--- src/hw/glm_cfg_pkg.sv ---
package glm_cfg_pkg;

    // model and labels memories hold 64 lines each
    localparam int line_addr_w = 6;

    localparam int fifo_depth = 16;
    localparam int result_fifo_depth = 8;

    localparam int line_count_w = 16;

    typedef logic [line_addr_w-1:0] line_addr_t;

    // sampled once on op_start
    typedef struct packed
    {
        logic use_forward;
        logic subtract_labels;
        logic [line_count_w-1:0] num_lines;
        line_addr_t model_offset;
        line_addr_t labels_offset;
    } op_cfg_t;

endpackage

--- src/hw/glm_types_pkg.sv ---
package glm_types_pkg;

    localparam int values_per_line = 4;
    localparam int value_w = 16;
    localparam int result_w = 32;

    // one signed lane
    typedef logic signed [value_w-1:0] value_t;

    // lane 0 sits in the low bits
    typedef value_t [values_per_line-1:0] line_t;

    typedef logic signed [result_w-1:0] result_t;

    // one write into a line memory
    typedef struct packed
    {
        logic we;
        glm_cfg_pkg::line_addr_t addr;
        line_t data;
    } mem_write_t;

endpackage

--- src/hw/vector_subtract.sv ---
module vector_subtract
(
    input  logic clk,
    input  logic reset,
    input  logic trigger,
    input  glm_types_pkg::line_t minuend,
    input  glm_types_pkg::line_t subtrahend,
    output logic result_valid,
    output glm_types_pkg::line_t result
);
    glm_types_pkg::line_t minuend_q;
    glm_types_pkg::line_t subtrahend_q;
    logic operands_valid;

    always_ff @(posedge clk)
    begin
        if (reset)
        begin
            operands_valid <= 1'b0;
            result_valid <= 1'b0;
        end
        else
        begin
            operands_valid <= trigger;
            result_valid <= operands_valid;
        end
    end

    always_ff @(posedge clk)
    begin
        minuend_q <= minuend;
        subtrahend_q <= subtrahend;
        // each lane wraps at 16 bits
        for (int i = 0; i < glm_types_pkg::values_per_line; i++)
            result[i] <= minuend_q[i] - subtrahend_q[i];
    end

endmodule

--- src/hw/dot_accumulate.sv ---
module dot_accumulate
(
    input  logic clk,
    input  logic reset,
    input  logic trigger,
    input  logic [15:0] line_count,
    input  glm_types_pkg::line_t left,
    input  glm_types_pkg::line_t right,
    output logic result_valid,
    output glm_types_pkg::result_t result
);
    glm_types_pkg::result_t prod_q [glm_types_pkg::values_per_line];
    logic prod_valid;
    logic [15:0] count_limit;
    logic [15:0] line_idx;
    logic last_line;
    glm_types_pkg::result_t lane_sum;
    glm_types_pkg::result_t sum_q;

    // lane products in stage one
    always_ff @(posedge clk)
    begin
        for (int i = 0; i < glm_types_pkg::values_per_line; i++)
            prod_q[i] <= $signed(left[i]) * $signed(right[i]);
        // limit travels with the products so a new op can follow
        count_limit <= line_count;
    end

    always_ff @(posedge clk)
    begin
        if (reset)
            prod_valid <= 1'b0;
        else
            prod_valid <= trigger;
    end

    always_comb
    begin
        lane_sum = '0;
        for (int i = 0; i < glm_types_pkg::values_per_line; i++)
            lane_sum = lane_sum + prod_q[i];
    end

    assign last_line = (line_idx == count_limit - 16'd1);

    // running sum in stage two wraps at 32 bits
    always_ff @(posedge clk)
    begin
        if (reset)
        begin
            sum_q <= '0;
            line_idx <= '0;
            result_valid <= 1'b0;
        end
        else
        begin
            result_valid <= prod_valid && last_line;
            if (prod_valid)
            begin
                if (last_line)
                begin
                    sum_q <= '0;
                    line_idx <= '0;
                end
                else
                begin
                    sum_q <= sum_q + lane_sum;
                    line_idx <= line_idx + 16'd1;
                end
            end
        end
    end

    always_ff @(posedge clk)
    begin
        if (prod_valid && last_line)
            result <= sum_q + lane_sum;
    end

endmodule

--- src/hw/glm_dot.sv ---
module glm_dot
(
    input  logic clk,
    input  logic reset,
    input  logic op_start,
    input  glm_cfg_pkg::op_cfg_t op_cfg,
    output logic op_done,
    input  logic in_empty,
    input  glm_types_pkg::line_t in_rdata,
    input  logic fwd_empty,
    input  glm_types_pkg::line_t fwd_rdata,
    input  glm_types_pkg::line_t model_rdata,
    input  glm_types_pkg::line_t labels_rdata,
    output logic in_re,
    output logic fwd_re,
    output logic model_re,
    output glm_cfg_pkg::line_addr_t model_raddr,
    output logic labels_re,
    output glm_cfg_pkg::line_addr_t labels_raddr,
    output logic result_we,
    output glm_types_pkg::result_t result_wdata
);
    typedef enum logic
    {
        st_idle,
        st_read
    } state_t;

    state_t state;
    glm_cfg_pkg::op_cfg_t cfg_q;
    logic [15:0] issued;
    logic [15:0] processed;
    logic issue;
    logic issue_d;

    glm_types_pkg::line_t model_line;
    glm_types_pkg::line_t sample_d1;
    glm_types_pkg::line_t sample_d2;

    logic sub_valid;
    glm_types_pkg::line_t sub_result;

    logic dot_trigger;
    glm_types_pkg::line_t dot_left;
    glm_types_pkg::line_t dot_right;

    // every source of a line is read in the same cycle
    assign issue = (state == st_read) && !in_empty && (issued < cfg_q.num_lines)
        && (!cfg_q.use_forward || !fwd_empty);

    assign in_re = issue;
    assign fwd_re = issue && cfg_q.use_forward;
    assign model_re = issue && !cfg_q.use_forward;
    assign labels_re = issue && cfg_q.subtract_labels;
    assign model_raddr = cfg_q.model_offset + issued[glm_cfg_pkg::line_addr_w-1:0];
    assign labels_raddr = cfg_q.labels_offset + issued[glm_cfg_pkg::line_addr_w-1:0];

    assign model_line = cfg_q.use_forward ? fwd_rdata : model_rdata;

    vector_subtract sub_i
    (
        .clk,
        .reset,
        .trigger(issue_d && cfg_q.subtract_labels),
        .minuend(model_line),
        .subtrahend(labels_rdata),
        .result_valid(sub_valid),
        .result(sub_result)
    );

    // sample waits out the two subtract stages
    always_ff @(posedge clk)
    begin
        sample_d1 <= in_rdata;
        sample_d2 <= sample_d1;
    end

    always_comb
    begin
        if (cfg_q.subtract_labels)
        begin
            dot_trigger = sub_valid;
            dot_left = sub_result;
            dot_right = sample_d2;
        end
        else
        begin
            dot_trigger = issue_d;
            dot_left = model_line;
            dot_right = in_rdata;
        end
    end

    dot_accumulate dot_i
    (
        .clk,
        .reset,
        .trigger(dot_trigger),
        .line_count(cfg_q.num_lines),
        .left(dot_left),
        .right(dot_right),
        .result_valid(result_we),
        .result(result_wdata)
    );

    assign op_done = dot_trigger && (processed == cfg_q.num_lines - 16'd1);

    always_ff @(posedge clk)
    begin
        if (reset)
        begin
            state <= st_idle;
            cfg_q <= '0;
            issued <= '0;
            processed <= '0;
            issue_d <= 1'b0;
        end
        else
        begin
            issue_d <= issue;
            case (state)
                st_idle:
                begin
                    if (op_start)
                    begin
                        state <= st_read;
                        cfg_q <= op_cfg;
                        issued <= '0;
                        processed <= '0;
                    end
                end
                st_read:
                begin
                    if (issue)
                        issued <= issued + 16'd1;
                    if (dot_trigger)
                        processed <= processed + 16'd1;
                    if (op_done)
                        state <= st_idle;
                end
                default:
                    state <= st_idle;
            endcase
        end
    end

    assert property (@(posedge clk) disable iff (reset) processed <= issued)
        else $error("glm_dot: more lines processed than issued");

    // a trigger outside an operation would mean a stray line
    assert property (@(posedge clk) disable iff (reset) op_done |-> state == st_read)
        else $error("glm_dot: op_done while idle");

endmodule

--- config.mk ---
export PLATFORM = sky130hd
export DESIGN_NAME = glm_dot
export DESIGN_NICKNAME = d
export VERILOG_FILES = /design/src/hw/glm_cfg_pkg.sv /design/src/hw/glm_types_pkg.sv /design/src/hw/vector_subtract.sv /design/src/hw/dot_accumulate.sv /design/src/hw/glm_dot.sv
export SDC_FILE = /design/constraint.sdc
export NUM_CORES = 2
export LEC_CHECK = 0
export ABC_AREA = 1
export BUFFER_PORTS_ARGS = -buffer_cell sky130_fd_sc_hd__buf_2
export CAP_MARGIN = 40
export CORE_AREA = 2 2 439 354
export DETAILED_ROUTE_END_ITERATION = 7
export DIE_AREA = 0 0 441 356
export GPL_ROUTABILITY_DRIVEN = 0
export PLACE_DENSITY = 0.58
export RECOVER_POWER = 50
export SYNTH_ARGS = -nofsm -noshare
export SYNTH_HDL_FRONTEND = slang
export SYNTH_HIERARCHICAL = 1
export SYNTH_SLANG_ARGS = --single-unit
--- constraint.sdc ---
create_clock -name clk -period 7.15 [get_ports clk]
set_input_delay 0.3575 -clock clk [delete_from_list [all_inputs] [get_ports clk]]
set_output_delay 0.3575 -clock clk [all_outputs]
set_load 0.1 [all_outputs]
# After elaboration in Yosys (flattened, before gate mapping)
# Memory sizes are Yosys's and may differ from the RTL's.
# Index checks and enable logic that the tools add are counted.
dict set report totals {
  reg_bits 484
  ramBits 128
  in_bits 291
  memories 1
}
dict set report classes {
  n_addsub 15
  mul 4
  n_lt_le_gt_ge 1
  eq_ne 5
  n_mux 14
  bitwise 1
  n_reduce_logical 16
}
# memory words word_bits rd rd_ports_with_merged_regs write_ports line_no
set mem_list {}
lappend mem_list {dot_i.prod_q 4 32 4 0 4 dot_accumulate.sv:12} ;# glm_types_pkg::result_t prod_q [glm_types_pkg::values_per_line];
# op count
set ops {}
lappend ops {{two-way mux 64 bit} 3}
lappend ops {{adder 32 bit} 4}
lappend ops {{multiplier 16 x 16 -> 32 bit} 4}
lappend ops {{two-way mux 16 bit} 4}
lappend ops {{case mux 16 bit (2 select lines)} 2}
lappend ops {{subtractor 16 bit} 4}
lappend ops {{adder 16 x 1 -> 16 bit (second input constant)} 3}
lappend ops {{== test 16 bit} 2}
lappend ops {{two-way mux 32 bit} 1}
lappend ops {{subtractor 16 x 1 -> 16 bit (second input constant)} 2}
lappend ops {{less-than comparator 16 bit} 1}
lappend ops {{adder 6 bit} 2}
lappend ops {{logical AND 1 bit} 9}
lappend ops {{AND reduction 2 bit} 3}
lappend ops {{inequality test 2 x 1 -> 1 bit (second input constant)} 2}
lappend ops {{zero test 1 bit} 3}
lappend ops {{two-way mux 1 bit} 3}
lappend ops {{inequality test 2 bit (second input constant)} 1}
lappend ops {{case mux 1 bit (2 select lines)} 1}
lappend ops {{logical OR 1 bit} 1}
lappend ops {{inverter 1 bit} 1}

# Depth between registers and ports, before layout
dict set report depth {
  depth_word 6
  mapped_depth 32
}

# Cells and area by module
# Netlist, hierarchy kept.
# mod instances cells_each area_each_um2 seq_area_each_um2
set modules_own_cells {}
lappend modules_own_cells {dot_accumulate 1 6345 51594.5 4844.6}
lappend modules_own_cells {glm_dot 1 1311 9003.6 3843.7}
lappend modules_own_cells {vector_subtract 1 975 7759.9 3883.7}

# Least setup slack after synthesis
# No wires, ideal clock.
dict set report synth_path {
  kind {reg-to-reg}
  from {register cfg_q[29] (netlist bit)}
  to {memory dot_i/prod_q[1][31] (netlist bit)}
  arrival_ns 6.460
  slack_ns 0.619
  stages_incl_launch_ff 25
  path_buffers 3
  period_less_slack_ns 6.531
  cell_sequence {dfxtp_1 -> clkbuf_1 -> clkbuf_1 -> nand2_1 -> a31oi_1 -> clkbuf_1 -> nand2_1 -> inv_1 -> fa_1 -> fa_1 -> fa_1 -> fa_1 -> fa_1 -> inv_1 -> fa_1 -> inv_1 -> ha_1 -> nand2_1 -> nor2_1 -> inv_1 -> nor2_1 -> nor2_1 -> or2_2 -> nand3_1 -> xor2_1}
}
# element line_no
set synth_lines {}
lappend synth_lines {{from (decl)} glm_dot.sv:30} ;# glm_cfg_pkg::op_cfg_t cfg_q;
lappend synth_lines {{from (signal assigned)} glm_dot.sv:127} ;# cfg_q <= op_cfg;
lappend synth_lines {{to (decl)} dot_accumulate.sv:12}

==> results.yml <==
floorplanning:
  io_pins: 341
  fp-row-count: 129
  die_x_um: 441
  floorplan.initialDensity_pct: 44.6
  die_h_um: 356
  dieArea_um2: 157000
  core_um2: 153000
synthesis:
  synth_top_family_by_area: "adder cells"
  yosys.area_share.simple_pct: 18.5
  synth_xor_area_share_pct: 3.00
  muxShareOfSynthArea_pct: 0
  syn_area_um2: 68400
  syn_area_per_cell_um2: 7.92
  ys.flop_type: "dfxtp_1"
  synth-seq-cells: 612
  synth-edff-count: 32
  synth-compound-area-share_pct: 4.78
  ys_types: 53
  syn-instance-count: 8631
  seq_area_frac_synth_pct: 18.4
  ys_async_sr_fraction_pct: 0
  ys_warn_count: 6
  syn-num-nets: 10518
  synth_fa_ha_area_share_pct: 41.8
worst_setup_path:
  worstPathMaxFanout: 44
  worstPathArrival_ns: 7.39
  start_kind: "flop"
  worstPathRequired_ns: 7.69
  endpoint_kind: "flop"
  worst-setup-path-type: "flop to flop"
clocking:
  clock_tree.htree_level_count: 3
  cts_made_buffers: 71
  clock_sinks: 612
  clk_latency_ns: 0.72
  clk_pin_slew_ns: 0.06
  clock_path_buffers: 3
  post-cts-setup-buffer-count: 0
  cts_tree: "built"
  clock-root-buffer: "clkbuf_16"
cells_and_area:
  drive_above_1_share_pct: 6.89
  nets: 11053
  syn2layout_area_growth_pct: 14.0
sta:
  setup_viol: 0
  min_period_ns: 6.84
  slew_violations: 74
  max_freq_mhz: 146
  finalSetupTns_ns: 0
  slew_headroom_pct: -105
  grt_setup_unrepaired: "no"
  worstMarginPinSlew_ns: 3.08
  hold_violations: 0
  skew_ns: 0.0426
  finalCritPeriodShare_pct: 95.7
route:
  viasPerCell: 4.91
  wl_um: 192000
  vias: 55226
  route.detailed.drc: 0
  first_pass_iters: 6
  antenna_left: 0
  routedWlPerCell_um: 17.0
  drt_iter0_drc: 4216
worst_hold_path:
  min_path_type: "primary input to flop"
global_routing:
  grt_pass1_vias: 56940
  antenna_found_initial: 9
  grt_max_degree: 74
  grt_pass1_wl_um: 309000
  globalRoute.totalOverflow: 0
  grt_usage_pct: 25.0
flow_run:
  maxCapViolCount: 1
outcome:
  status: "finished with violations"
  violations: "max-capacitance violations, max-slew violations"
place:
  dpl.hpwl_um: 158000
  portBuffers: 340
## worst paths after layout
check | from | end | slack, ns | cells past startpoint
worst max-delay path | cfg_q[28]$_SDFFE_PP0P_ | dot_i/prod_q[0][16]$_DFF_P_ | 0.31 | 22
worst min-delay path | op_cfg[28] | cfg_q[28]$_SDFFE_PP0P_ | 0.07 | 3
worst max register to register | cfg_q[28]$_SDFFE_PP0P_ | dot_i/prod_q[0][16]$_DFF_P_ | 0.31 | 22
worst min register to register | sample_d1[33]$_DFF_P_ | sample_d2[33]$_DFF_P_ | 0.31 | 0
## cells in the final DEF (no fill, tap or decap), drive strengths merged, types with 13 or more instances in the layout
| master | synthesis | layout |
|---|---|---|
| nor3 | 45 | 45 |
| xor2 | 148 | 148 |
| nand3b | 15 | 15 |
| nor2 | 437 | 437 |
| clkbuf | 289 | 163 |
| dlygate4sd3 | 0 | 284 |
| fa | 1146 | 1146 |
| edfxtp | 32 | 32 |
| o21ai | 155 | 155 |
| o21bai | 18 | 18 |
| a211oi | 14 | 14 |
| nand2 | 2337 | 2337 |
| nand3 | 230 | 230 |
| nand4 | 57 | 57 |
| dfxtp | 580 | 580 |
| inv | 2127 | 2133 |
| xnor2 | 86 | 86 |
| a21o | 25 | 25 |
| a31oi | 75 | 75 |
| buf | 24 | 430 |
| ha | 450 | 450 |
| a21boi | 13 | 13 |
| a21oi | 261 | 261 |
| clkinv | 1 | 16 |
| or2 | 27 | 27 |
## metal layers
metal / vias to the layer above / share of wire (%) / global-route usage, %
met5: - / 0.020 / 0
met4: 8 / 2.0 / 5.27
met3: 226 / 7.3 / 4.19
met2: 1761 / 44 / 38.6
met1: 26915 / 47 / 36.9
li1: 26316 / - / -
## flip-flops by register name, indices dropped and copies added, names as in the netlist
name / count
issued: 16
dot_i/count_limit: 16
dot_i/prod_valid: 1
dot_i/prod_q: 128
processed: 16
sub_i/result: 64
dot_i/sum_q: 32
issue_d: 1
sub_i/subtrahend_q: 64
sub_i/operands_valid: 1
dot_i/result_valid: 1
sample_d1: 64
dot_i/line_idx: 16
dot_i/result: 32
state: 1
sample_d2: 64
cfg_q: 30
sub_i/result_valid: 1
sub_i/minuend_q: 64
## final cells by class
type / count / area (um^2)
timing repair buffer: 775 / 5710
inverter: 2128 / 8000
clock buffer: 102 / 2040
tap: 2030 / 2540
sequential: 612 / 12600
multi-input combinational: 5578 / 46700
antenna: 1 / 2.50
clock inverter: 25 / 353
fill: 14719 / 75200
## synthesized netlist by cell type (all sizes together) (15+ instances only)
cell,n,share of area (%)
nand2,2337,13
inv,2127,12
fa,1146,34
dfxtp,580,17
ha,450,8.2
nor2,437,2.4
clkbuf,289,1.6
a21oi,261,1.9
nand3,230,1.7
o21ai,155,1.1
xor2,148,1.9
xnor2,86,1.1
a31oi,75,0.69
nand4,57,0.54
nor3,45,0.40
edfxtp,32,1.4
or2,27,0.25
a21o,25,0.27
buf,24,0.20
o21bai,18,0.20
nand3b,15,0.16
## through the flow
step | setup WS [ns] | instances | cell area (um^2) | hold WS (ns) | utilization (%)
after floorplan | 0.619 | 8631 | 68400 | 0.310 | -
after global placement | 0.198 | 10834 | 72700 | 0.310 | 47.5
after detailed placement | 0.214 | 10839 | 72800 | 0.312 | 47.5
after CTS | 0.157 | 11250 | 78000 | 0.0383 | 50.9
after global routing | 0.0105 | 11251 | 77900 | 0.0927 | 50.9
final | 0.307 | 11251 | 77900 | 0.0662 | 50.9
## what timing repair did
action                                  CTS  global route
hold buffers                            284             0
endpoints found under the setup margin    0            18
endpoints found under the hold margin   220             0
gates resized for setup                   0             7
## logic make-up after synthesis
family                     count (synthesis)
and+or+nand+nor                         3165
xor gates and xnor gates                 234
AOI/OAI and AO/OA                        583
adders and majority gates               1596
buffers and inverters                   2441
DFF                                      612
## critical path, stage by stage, from the launching register on
cell and delay, ns:
dfxtp_4 0.37, inv_8 0.29, buf_4 0.26, nor2_1 0.05, a31oi_1 0.19, buf_4 0.32
nand2_1 0.11, fa_1 0.54, fa_1 0.55, fa_1 0.52, inv_1 0.06, fa_1 0.49
fa_1 0.52, inv_1 0.05, fa_1 0.47, inv_1 0.04, ha_1 0.34, a21oi_1 0.29
a21boi_0 0.23, nand2_1 0.11, a31oi_2 0.30, o21ai_0 0.15, xor2_1 0.42
Power is left out: the tool's default activity adds up to more than one toggle a clock period on the data nets, which glitch-free logic cannot reach.
