**config.mk**
```make
export PLATFORM = sky130hd
export DESIGN_NAME = line_fifo
export DESIGN_NICKNAME = d
export VERILOG_FILES = /design/src/hw/glm_cfg_pkg.sv /design/src/hw/glm_types_pkg.sv /design/src/hw/line_fifo.sv
export SDC_FILE = /design/constraint.sdc
export NUM_CORES = 1
export LEC_CHECK = 0
export BUFFER_PORTS_ARGS = -buffer_cell sky130_fd_sc_hd__buf_2
export CAP_MARGIN = 10
export CORE_MARGIN = 8
export CORE_UTILIZATION = 45
export DETAILED_ROUTE_END_ITERATION = 6
export GPL_TIMING_DRIVEN = 0
export HOLD_SLACK_MARGIN = 0.15
export PLACE_DENSITY = 0.59
export SYNTH_ARGS = -nofsm -noshare
export SYNTH_HDL_FRONTEND = slang
export SYNTH_SLANG_ARGS = --single-unit
```
**constraint.sdc**
```tcl
create_clock -name clk -period 3.55 [get_ports clk]
set_input_delay 0.1775 -clock clk [delete_from_list [all_inputs] [get_ports clk]]
set_output_delay 0.1775 -clock clk [all_outputs]
set_load 0.05 [all_outputs]
```
**src/hw/glm_cfg_pkg.sv**
```systemverilog
package glm_cfg_pkg;

    // model and labels memories hold 64 lines each
    localparam int line_addr_w = 6;

    localparam int fifo_depth = 16;
    localparam int result_fifo_depth = 8;

    localparam int line_count_w = 16;

    typedef logic [line_addr_w-1:0] line_addr_t;

    // sampled once on op_start
    typedef struct packed
    {
        logic use_forward;
        logic subtract_labels;
        logic [line_count_w-1:0] num_lines;
        line_addr_t model_offset;
        line_addr_t labels_offset;
    } op_cfg_t;

endpackage

```
**src/hw/glm_types_pkg.sv**
```systemverilog
package glm_types_pkg;

    localparam int values_per_line = 4;
    localparam int value_w = 16;
    localparam int result_w = 32;

    // one signed lane
    typedef logic signed [value_w-1:0] value_t;

    // lane 0 sits in the low bits
    typedef value_t [values_per_line-1:0] line_t;

    typedef logic signed [result_w-1:0] result_t;

    // one write into a line memory
    typedef struct packed
    {
        logic we;
        glm_cfg_pkg::line_addr_t addr;
        line_t data;
    } mem_write_t;

endpackage

```
**src/hw/line_fifo.sv**
```systemverilog
module line_fifo
#(
    parameter type payload_t = glm_types_pkg::line_t,
    parameter int depth = glm_cfg_pkg::fifo_depth
)
(
    input  logic clk,
    input  logic reset,
    input  logic we,
    input  payload_t wdata,
    input  logic re,
    output payload_t rdata,
    output logic rvalid,
    output logic empty,
    output logic full
);
    localparam int ptr_w = (depth > 1) ? $clog2(depth) : 1;
    localparam int count_w = $clog2(depth + 1);

    payload_t mem [depth];
    logic [ptr_w-1:0] wr_ptr;
    logic [ptr_w-1:0] rd_ptr;
    logic [count_w-1:0] count;

    assign empty = (count == '0);
    assign full = (count == count_w'(depth));

    always_ff @(posedge clk)
    begin
        if (reset)
        begin
            wr_ptr <= '0;
            rd_ptr <= '0;
            count <= '0;
            rvalid <= 1'b0;
        end
        else
        begin
            rvalid <= re;
            if (we)
                wr_ptr <= (wr_ptr == ptr_w'(depth - 1)) ? '0 : wr_ptr + 1'b1;
            if (re)
                rd_ptr <= (rd_ptr == ptr_w'(depth - 1)) ? '0 : rd_ptr + 1'b1;
            if (we && !re)
                count <= count + 1'b1;
            else if (re && !we)
                count <= count - 1'b1;
        end
    end

    always_ff @(posedge clk)
    begin
        if (we)
            mem[wr_ptr] <= wdata;
        if (re)
            rdata <= mem[rd_ptr];
    end

    // readers look at empty before popping
    assert property (@(posedge clk) disable iff (reset) re |-> !empty)
        else $error("line_fifo: read while empty");

endmodule

```
Word-level counts from Yosys, hierarchy flattened

Memory sizes are Yosys's and may differ from the RTL's. A register that Yosys moved wholly into a read port is not among the register bits.
Index checks and enable logic that the tools add are counted.

Register bits after elaboration: 14
Bits in writable memories: 1024
Bits of input ports: 68
Output and inout port bits: 67
Word-level logic and storage cells: 24
Memories kept: 1

Add/subtract/negate cells: 4
Equal/unequal tests: 3
Multiplexer cells: 6
Reduce and logical (&&, ||, !) cells: 6

Memories:

| memory | words | width | read ports | clocked after Yosys merged registers in | wr ports | line            | source |
|---|---|---|---|---|---|---|---|
| mem    | 16    | 64    | 1          | 1                                       | 1        | line_fifo.sv:20 | `payload_t mem [depth];` |

Operators by type and width:

| kind                  | count |
|---|---|
| $mux W5               | 2 |
| $add A4 B1 Y4 const B | 2 |
| $eq A4 B4 Y1 const B  | 2 |
| $mux W4               | 2 |
| $add A5 B1 Y5 const B | 1 |
| $eq A5 B5 Y1 const B  | 1 |
| $logic_not A5 Y1      | 1 |
| $sub A5 B1 Y5 const B | 1 |
| $logic_and A1 B1 Y1   | 2 |
| $logic_not A1 Y1      | 2 |
| $mux W1               | 2 |
| $reduce_bool A2 Y1    | 1 |

Logic depth before layout (Yosys ltp)

Gate-level depths: netlist of the first run.

Depth after elaboration: 4
Mapped depth: 8
Depth with buffers taken out: 8

Least setup slack after synthesis of the first run

Ideal clock, no wire load.

Path kind: reg2reg
From: register wr_ptr[2]
To: memory mem[12][0] in the netlist's numbering, enable pin
Setup time: 429 ps
Arrival time: 2262 ps
Path slack: 859 ps
Cell stages (with the launch flop): 4
Clock period less this slack: 2691 ps
Cells stage by stage: dfxtp_1 -> clkbuf_1 -> and3_1 -> and2_1

RTL lines:

| item                   | line            | source |
|---|---|---|
| start, declared        | line_fifo.sv:21 | `logic [ptr_w-1:0] wr_ptr;` |
| start signal, assigned | line_fifo.sv:41 | `wr_ptr <= (wr_ptr == ptr_w'(depth - 1)) ? '0 : wr_ptr + 1'b1;` |
| end, declared          | line_fifo.sv:20 |  |

Straight into the memory's write port.

==> results.yml, run 1 <==
critical_path:
  required_ps: 3970
  setup.worst_path.class: "flip-flop to flip-flop"
  path_max_fanout: 10
  crit_arrival_ps: 3280
  startpoint_type: "flip-flop"
  crit_path_end_kind: "flip-flop"
sta:
  finalCritPeriodShare_pct: 80.7
  slew_headroom_pct: 16.7
  clock.fmax_ghz: 0.349
  rsz0062_at_grt: "no"
  worstMarginPinSlew_ps: 1240
  finalWorstPathRequiredPeriod_ps: 2860
  setup_viol: 0
  fin_ws_ps: 685
  finalClockSkew_ps: 21.1
  drv_slew: 0
  hold_violations: 0
global_routing:
  grt_pass1_vias: 20400
  grt.overflow.total: 0
  antenna_found_initial: 4
  track_usage_pct: 18.0
  grt_max_degree: 43
  grt_pass1_wl_um: 135000
die:
  row_count: 110
  pin_count: 135
  start_util_pct: 45.5
  core-area_um2: 90100
  fp.dieW_um: 318
  die_h_um: 318
  die_area_um2: 101000
status:
  status: "finished, final reports clean"
placement:
  gp_congestion: 0.722
  place_ws_ps: 661
  hpwl_um: 55600
  io_buffers: 133
  place_inst: 3059
clock_network:
  cts.reportedPaths.clkPinSlew_ps: 60
  clk_path_buf_depth: 3
  ctsResizeCount: 0
  clockRootBuffer: "clkbuf_16"
  htree_levels: 3
  insertion_delay_ps: 680
  cts_made_buffers: 106
  cts_tree: "yes"
  clkSinkCount: 1102
cells_and_area:
  mostFrequentLayoutCell: "edfxtp_1"
  stdcell_count: 3325
  area_growth_pct: 16.2
  num-nets-final: 2136
  drive_gt1_share_pct: 28.4
  layout_common_cells: "edfxtp_1 (1088), mux4_2 (256), buf_2 (151)"
  fillCellCount: 6930
logic_synthesis:
  ys_seq_elements: 1102
  syn-num-nets: 1811
  synth-edff-count: 1088
  ys_seq_area_share_pct: 80.4
  synth-async-reset-ratio_pct: 0
  synth_cell_types: 34
  synth_cells: 1733
  synth_ff_type: "edfxtp_1"
  synth.avg_cell_area_um2: 23.7
  yosys_warnings: 0
  syn-cell-area_um2: 41000
pwr:
  total_power_w: 0.0272
  power_density_nw_per_um2: 571
  ir_drop_mv: 0.448
  power_leakage_nw: 15.1
routing:
  avgRoutedWirePerCell_um: 27.5
  initialDrtViolationCount: 1713
  vias: 18900
  drtAntennaViolNets: 0
  routed_via_density: 5.69
  totalWireLength_um: 91500
  drc_errors: 0
  dr.pass1.iters: 7
flow_run:
  drv_cap: 0
min_path:
  hold_class: "input pin to flip-flop"
[flip-flops by register name, summed over array words and instances (netlist names)]
signal	cells
mem	1024
rdata	64
count	5
rd_ptr	4
wr_ptr	4
rvalid	1
[layout make-up]
cell class	instances	area [µm²]	area share, %
plain buffers	90	455	0.956
clock buffers	128	2740	5.74
flip-flops and latches	1102	33000	69.2
clock inverters	68	599	1.26
well taps	1176	1470	3.09
inverters	4	15.0	0.0315
repair buffers	217	1800	3.78
diodes	3	7.51	0.0158
multi-input cells	537	7600	16.0
[per-layer routing]
layer,up-vias,global-route usage [%],wire [µm]
met2,533,30.8,46700
li1,8075,-,-
met1,10200,24.1,38600
met3,100,2.83,4780
met5,-,0,0
met4,0,4.51,1440
[cells in the mapped netlist, types with 7 or more instances]
library cell	n	share of area [%]
edfxtp_1	1088	80
mux4_2	256	14
a22oi_1	128	2.3
nand2_1	72	0.66
clkbuf_1	41	0.38
buf_2	19	0.23
and2_1	18	0.27
buf_1	15	0.14
nor2_1	15	0.14
dfxtp_1	14	0.68
buf_6	10	0.27
ha_1	9	0.27
a21oi_1	7	0.085
[repair_timing]
| action | 4_1_cts | 5_1_grt |
|---|---|---|
| hold buffers | 67 | 0 |
| hold endpoints to repair | 1064 | 0 |
| buffers inserted | 0 | 0 |
[per-stage QoR]
stage               setup TNS, ps  area (µm²)  utilization [%]  hold slack, ps
floorplan                       0       41000                -             276
global placement         -1037880       43100             47.8             511
detailed placement              0       43600             48.4             533
CTS                             0       47600             52.8             390
global route                    0       47600             52.8             430
finish                          0       47600             52.8             428
[worst max-delay path, cell delays in order, from the launching register on]
cell and delay (ps):
dfxtp_1 350, buf_2 230, buf_2 350, buf_1 820
mux4_2 410, a22oi_1 340, nand2_1 90
[cells by family after synthesis]
family | Yosys count | synth area share (%)
and+or+nand+nor | 120 | 1.30
buffers and inverters | 94 | 1.15
xor gates and xnor gates | 4 | 0.0855
AOI/OAI and AO/OA | 143 | 2.57
DFF | 1102 | 80.4
adders and majority gates | 10 | 0.324
muxes | 260 | 14.2
[path summary, 6_finish.rpt]
check / start / to / slack (ps) / cells past startpoint
setup / recovery: rd_ptr[1] / rdata[8] / 690 / 6
hold / removal: wdata[26] / mem[15][26] / 430 / 2
setup reg to reg: rd_ptr[1] / rdata[8] / 690 / 6
hold reg to reg: count[2] / count[2] / 550 / 2
[power by group]
group / internal (W) / switching, W / total (W)
Combinational: 0.000659 / 0.00110 / 0.00176
Clock: 0.00615 / 0.00472 / 0.0109
Sequential: 0.0145 / 0.0000618 / 0.0146
No activity file was read; power rests on OpenSTA's default activity.
==> run 2: changes to the inputs <==
Settings changed: PLACE_DENSITY 0.59 to 0.61.
Clock period 3.55 ns to 2.33 ns, I/O delays scaled along.
==> run 2 against run 1 <==
Combinational power rose by 55%. Critical endpoint is now rdata[18]. Worst hold slack got worse by 52 ps. Count of clock-buffer cells in the layout rose by 18. Core utilization rose by 0.32 points. Setup slack got worse by 590 ps. Register-to-register slack got worse by 590 ps. Power rose by 54%. Via count barely moved. Global-route usage rose by 0.34 points. Die area did not move.
==> results.yml, run 2 (same netlist as run 1, synthesis figures left out) <==
status:
  status: "finished, final reports clean"
critical_path:
  reg2reg_from: "rd_ptr[1]"
  crit_path_end: "rdata[18]"
  startpoint: "rd_ptr[1]"
  crit_path_max_incr_delay_ps: 350
  startpoint_type: "flip-flop"
  crit_arrival_ps: 2610
  slowest_stage: "clkbuf_4"
  rrSetupSlack_ps: 90
  setup.worst_path.class: "flip-flop to flip-flop"
  crit_chain: "buf_2, buf_4, clkbuf_4, mux4_2, a22oi_1, nand2_1"
  path_max_fanout: 10
  r2r-end: "rdata[18]"
  required_ps: 2700
  rr_worst_depth: 6
  crit_path_end_kind: "flip-flop"
global_routing:
  grt_max_degree: 44
  grt.overflow.total: 0
  grt_pass1_vias: 20200
  antenna_found_initial: 5
  track_usage_pct: 18.3
  grt_pass1_wl_um: 136000
clock_network:
  clk_path_buf_depth: 3
  clkSinkCount: 1102
  insertion_delay_ps: 670
  cts_made_buffers: 108
  htree_levels: 3
  cts.reportedPaths.clkPinSlew_ps: 60
  clockRootBuffer: "clkbuf_16"
  cts_tree: "yes"
  postCtsSetupBuffers: 0
cells_and_area:
  largest_reg_flops: 1024
  top_register: "mem"
  mostFrequentLayoutCell: "edfxtp_1"
  area_growth_pct: 16.9
  reg_top3: "mem x1024, rdata x64, count x5"
  drive_gt1_share_pct: 30.0
  layout_common_cells: "edfxtp_1 (1088), mux4_2 (256), buf_2 (143)"
  utilization_pct: 53.2
  num-nets-final: 2139
pwr:
  power_leakage_nw: 15.3
  ir_drop_mv: 0.554
  power_density_nw_per_um2: 873
sta:
  setup_viol: 0
  finalCritPeriodShare_pct: 96.1
  rsz0062_at_grt: "no"
  finalClockSkew_ps: 21.8
  slew_headroom_pct: 41.4
  finalWorstPathRequiredPeriod_ps: 2240
  worstMarginPinSlew_ps: 879
  clock.fmax_ghz: 0.447
  fin_ws_ps: 90.9
  drv_slew: 0
  hold_violations: 0
routing:
  drc_errors: 0
  dr.pass1.iters: 5
  initialDrtViolationCount: 1843
  routed_via_density: 5.68
  avgRoutedWirePerCell_um: 28.0
  vias: 18900
  totalWireLength_um: 93200
  drtAntennaViolNets: 0
placement:
  io_buffers: 133
  place_ws_ps: -517
  gp_congestion: 0.740
  hpwl_um: 55900
min_path:
  hold_path_depth: 2
  hold_class: "input pin to flip-flop"
die:
  start_util_pct: 45.5
  fp.dieW_um: 318
  row_count: 110
  core-area_um2: 90100
  pin_count: 135
  die_area_um2: 101000
  die_h_um: 318
flow_run:
  drv_cap: 0
run 2: cell type report:
class / instances / area (µm²)
fill: 6790 / 42200
sequential: 1102 / 33000
multi-input combinational: 537 / 7610
clock buffer: 146 / 2950
timing repair buffer: 218 / 1830
tap: 1176 / 1470
buffer: 90 / 612
clock inverter: 55 / 484
inverter: 4 / 15.0
antenna: 1 / 2.50
run 2: layer usage:
metal | wire length [µm] | track usage (%)
met1 | 38300 | 24.3
met2 | 47700 | 31.5
met3 | 5500 | 3.12
met4 | 1720 | 4.65
met5 | 41 | 0
run 2: critical path: cells and delay by family, from the launching register on:
family | cells | cell delay (ps)
compound gates | 1 | 200
buf+inv | 3 | 870
flops | 1 | 330
mux | 1 | 350
simple gates | 1 | 180
run 2: worst min-delay path by stage:
stage	startpoint	to	slack, ps
after CTS	wdata[32]	mem[5][32]	340
final	wdata[34]	mem[8][34]	380
after detailed placement	wdata[35]	mem[8][35]	500
after floorplan	wdata[0]	mem[0][0]	220
after global placement	wdata[21]	mem[0][21]	470
after global routing	wdata[61]	mem[4][61]	380
run 2: through the flow:
| step | cells | total power, W | setup TNS [ps] | hold WS, ps | instance area [µm²] |
|---|---|---|---|---|---|
| floorplan | 1733 | 0.0243 | 0 | 215 | 41000 |
| global placement | 3042 | 0.0252 | -733080 | 470 | 43100 |
| detailed placement | 3059 | 0.0253 | -24290 | 501 | 43600 |
| CTS | 3328 | 0.0422 | -2.93 | 337 | 47900 |
| global route | 3328 | 0.0431 | 0 | 377 | 47900 |
| finish | 3329 | 0.0418 | 0 | 377 | 47900 |
run 2: where the power goes:
part / switching (W) / leakage (nW) / internal [W] / total [W]
sequential: 0.0000970 / 9.99 / 0.0221 / 0.0222
clock: 0.00714 / 1.68 / 0.00974 / 0.0169
combinational: 0.00169 / 3.66 / 0.00104 / 0.00273
run 2: what timing repair did:
item,4_1_cts,5_1_grt
gates cloned,0,0
setup endpoints to repair,64,20
endpoints found under the hold margin,1064,0
gates resized for setup,90,13
hold buffers,68,0
==> run 3: changes to the inputs <==
Settings changed: SETUP_SLACK_MARGIN from default to 0.15.
==> run 3 against run 2 <==
Critical path depth shrank 2. Combinational power increased by 2%. First-iteration DRC count is 1.7% higher. Critical path type unchanged. Design area increased by 0.45%. Largest cell class unchanged.
==> results.yml, run 3 (same netlist as run 1, synthesis figures left out) <==
cells_and_area:
  reg_top3: "mem x1024, rdata x64, count x5"
  utilization_pct: 53.4
  num-nets-final: 2140
  register_area_um2: 33000
  stdcell_count: 3331
  largest_reg_flops: 1024
  layout_common_cells: "edfxtp_1 (1088), mux4_2 (256), buf_2 (134)"
  area_growth_pct: 17.5
  drive_gt1_share_pct: 30.7
  finalInstanceArea_um2: 48100
  fillCellCount: 6768
  mostFrequentLayoutCell: "edfxtp_1"
  top_register: "mem"
  multi_input_area_um2: 7640
placement:
  io_buffers: 133
  postPlaceCellArea_um2: 43600
  hpwl_um: 55900
  gp_congestion: 0.740
  place_inst: 3059
clock_network:
  clk_path_buf_depth: 3
  postCtsSetupBuffers: 0
  htree_levels: 3
  cts_tree: "yes"
  insertion_delay_ps: 670
  clockRootBuffer: "clkbuf_16"
  clkSinkCount: 1102
  cts_made_buffers: 108
  cts.reportedPaths.clkPinSlew_ps: 60
sta:
  hold_violations: 0
  worstMarginPinSlew_ps: 900
  rsz0062_at_grt: "yes"
  holdWs_ps: 380
  drv_slew: 0
  finalWorstPathRequiredPeriod_ps: 2200
  setup_tns_ps: 0
  slew_headroom_pct: 40.0
  setup_viol: 0
  clock.fmax_ghz: 0.454
  finalCritPeriodShare_pct: 94.6
  finalClockSkew_ps: 22.6
global_routing:
  grt_pass1_vias: 20200
  antenna_found_initial: 5
  grt_max_degree: 44
  grt.overflow.total: 0
  grt_pass1_wl_um: 136000
  track_usage_pct: 18.3
critical_path:
  crit_arrival_ps: 2520
  crit_chain: "clkbuf_1, nor3b_1, and2_4, buf_16"
  required_ps: 2650
  path_max_fanout: 40
  crit_path_max_incr_delay_ps: 570
  setup.worst_path.class: "flip-flop to flip-flop"
  startpoint_type: "flip-flop"
  crit_path_end_kind: "flip-flop"
  slowest_stage: "and2_4"
  rrSetupSlack_ps: 130
die:
  pin_count: 135
  fp.dieW_um: 318
  start_util_pct: 45.5
  row_count: 110
  die_area_um2: 101000
  die_h_um: 318
  core-area_um2: 90100
routing:
  dr.pass1.iters: 5
  drc_errors: 0
  drtAntennaViolNets: 0
  initialDrtViolationCount: 1875
  avgRoutedWirePerCell_um: 28.1
  vias: 19000
  routed_via_density: 5.71
  totalWireLength_um: 93600
pwr:
  power_density_nw_per_um2: 871
  ir_drop_mv: 0.557
  power_leakage_nw: 15.4
flow_run:
  drv_cap: 0
min_path:
  hold_class: "input pin to flip-flop"
status:
  status: "finished, final reports clean"
run 3: changes by cell type in the layout (fill, tap and decap cells not counted), moves of 5 or more:
cell,before,now
a22oi_1,127,122
a22oi_2,1,6
buf_2,143,134
buf_8,2,10
clkbuf_1,49,40
clkbuf_2,18,24
run 3: path summary, 6_finish.rpt:
check,endpoint,cells after the start,start
max,mem[2][35],4,wr_ptr[2]
min,mem[8][34],2,wdata[34]
max reg2reg,mem[2][35],4,wr_ptr[2]
min reg2reg,count[2],2,count[2]
run 3: worst max-delay path, delay by kind of cell (launching register included):
kind | cells | cell delay (ps)
and+or+nand+nor | 2 | 990
buffers and inverters | 2 | 490
DFF | 1 | 290
run 3: per-layer routing:
metal	vias up	track usage [%]	share of wire, %
li1	8086	-	-
met1	10200	24.3	41
met2	616	31.4	52
met3	105	3.13	5.9
met4	4	4.80	1.6
met5	-	0	0.029
run 3: cell type report:
type / instances / area share (%)
Inverter: 4 / 0.0312
Tap cell: 1176 / 3.06
Clock buffer: 146 / 6.13
Antenna cell: 2 / 0.0104
Clock inverter: 55 / 1.01
Multi-Input combinational cell: 537 / 15.9
Buffer: 90 / 1.60
Timing Repair Buffer: 219 / 3.85
Sequential cell: 1102 / 68.5
run 3: metrics by stage:
step                power, W  setup WS, ps
floorplan             0.0243           332
global placement      0.0252         -1640
detailed placement    0.0253          -517
CTS                   0.0422           138
global route          0.0432          22.7
finish                0.0419           126
run 3: where the power goes:
part	switching, W	internal, W
Clock	0.00714	0.00974
Combinational	0.00171	0.00108
Sequential	0.0000979	0.0221
run 3: repair_timing:
item / 4_1_cts / 5_1_grt
setup endpoints to repair: 93 / 510
hold endpoints to repair: 1064 / 0
gates resized for setup: 136 / 27
pin swaps: 0 / 0
hold buffers: 68 / 0
gates cloned: 0 / 1
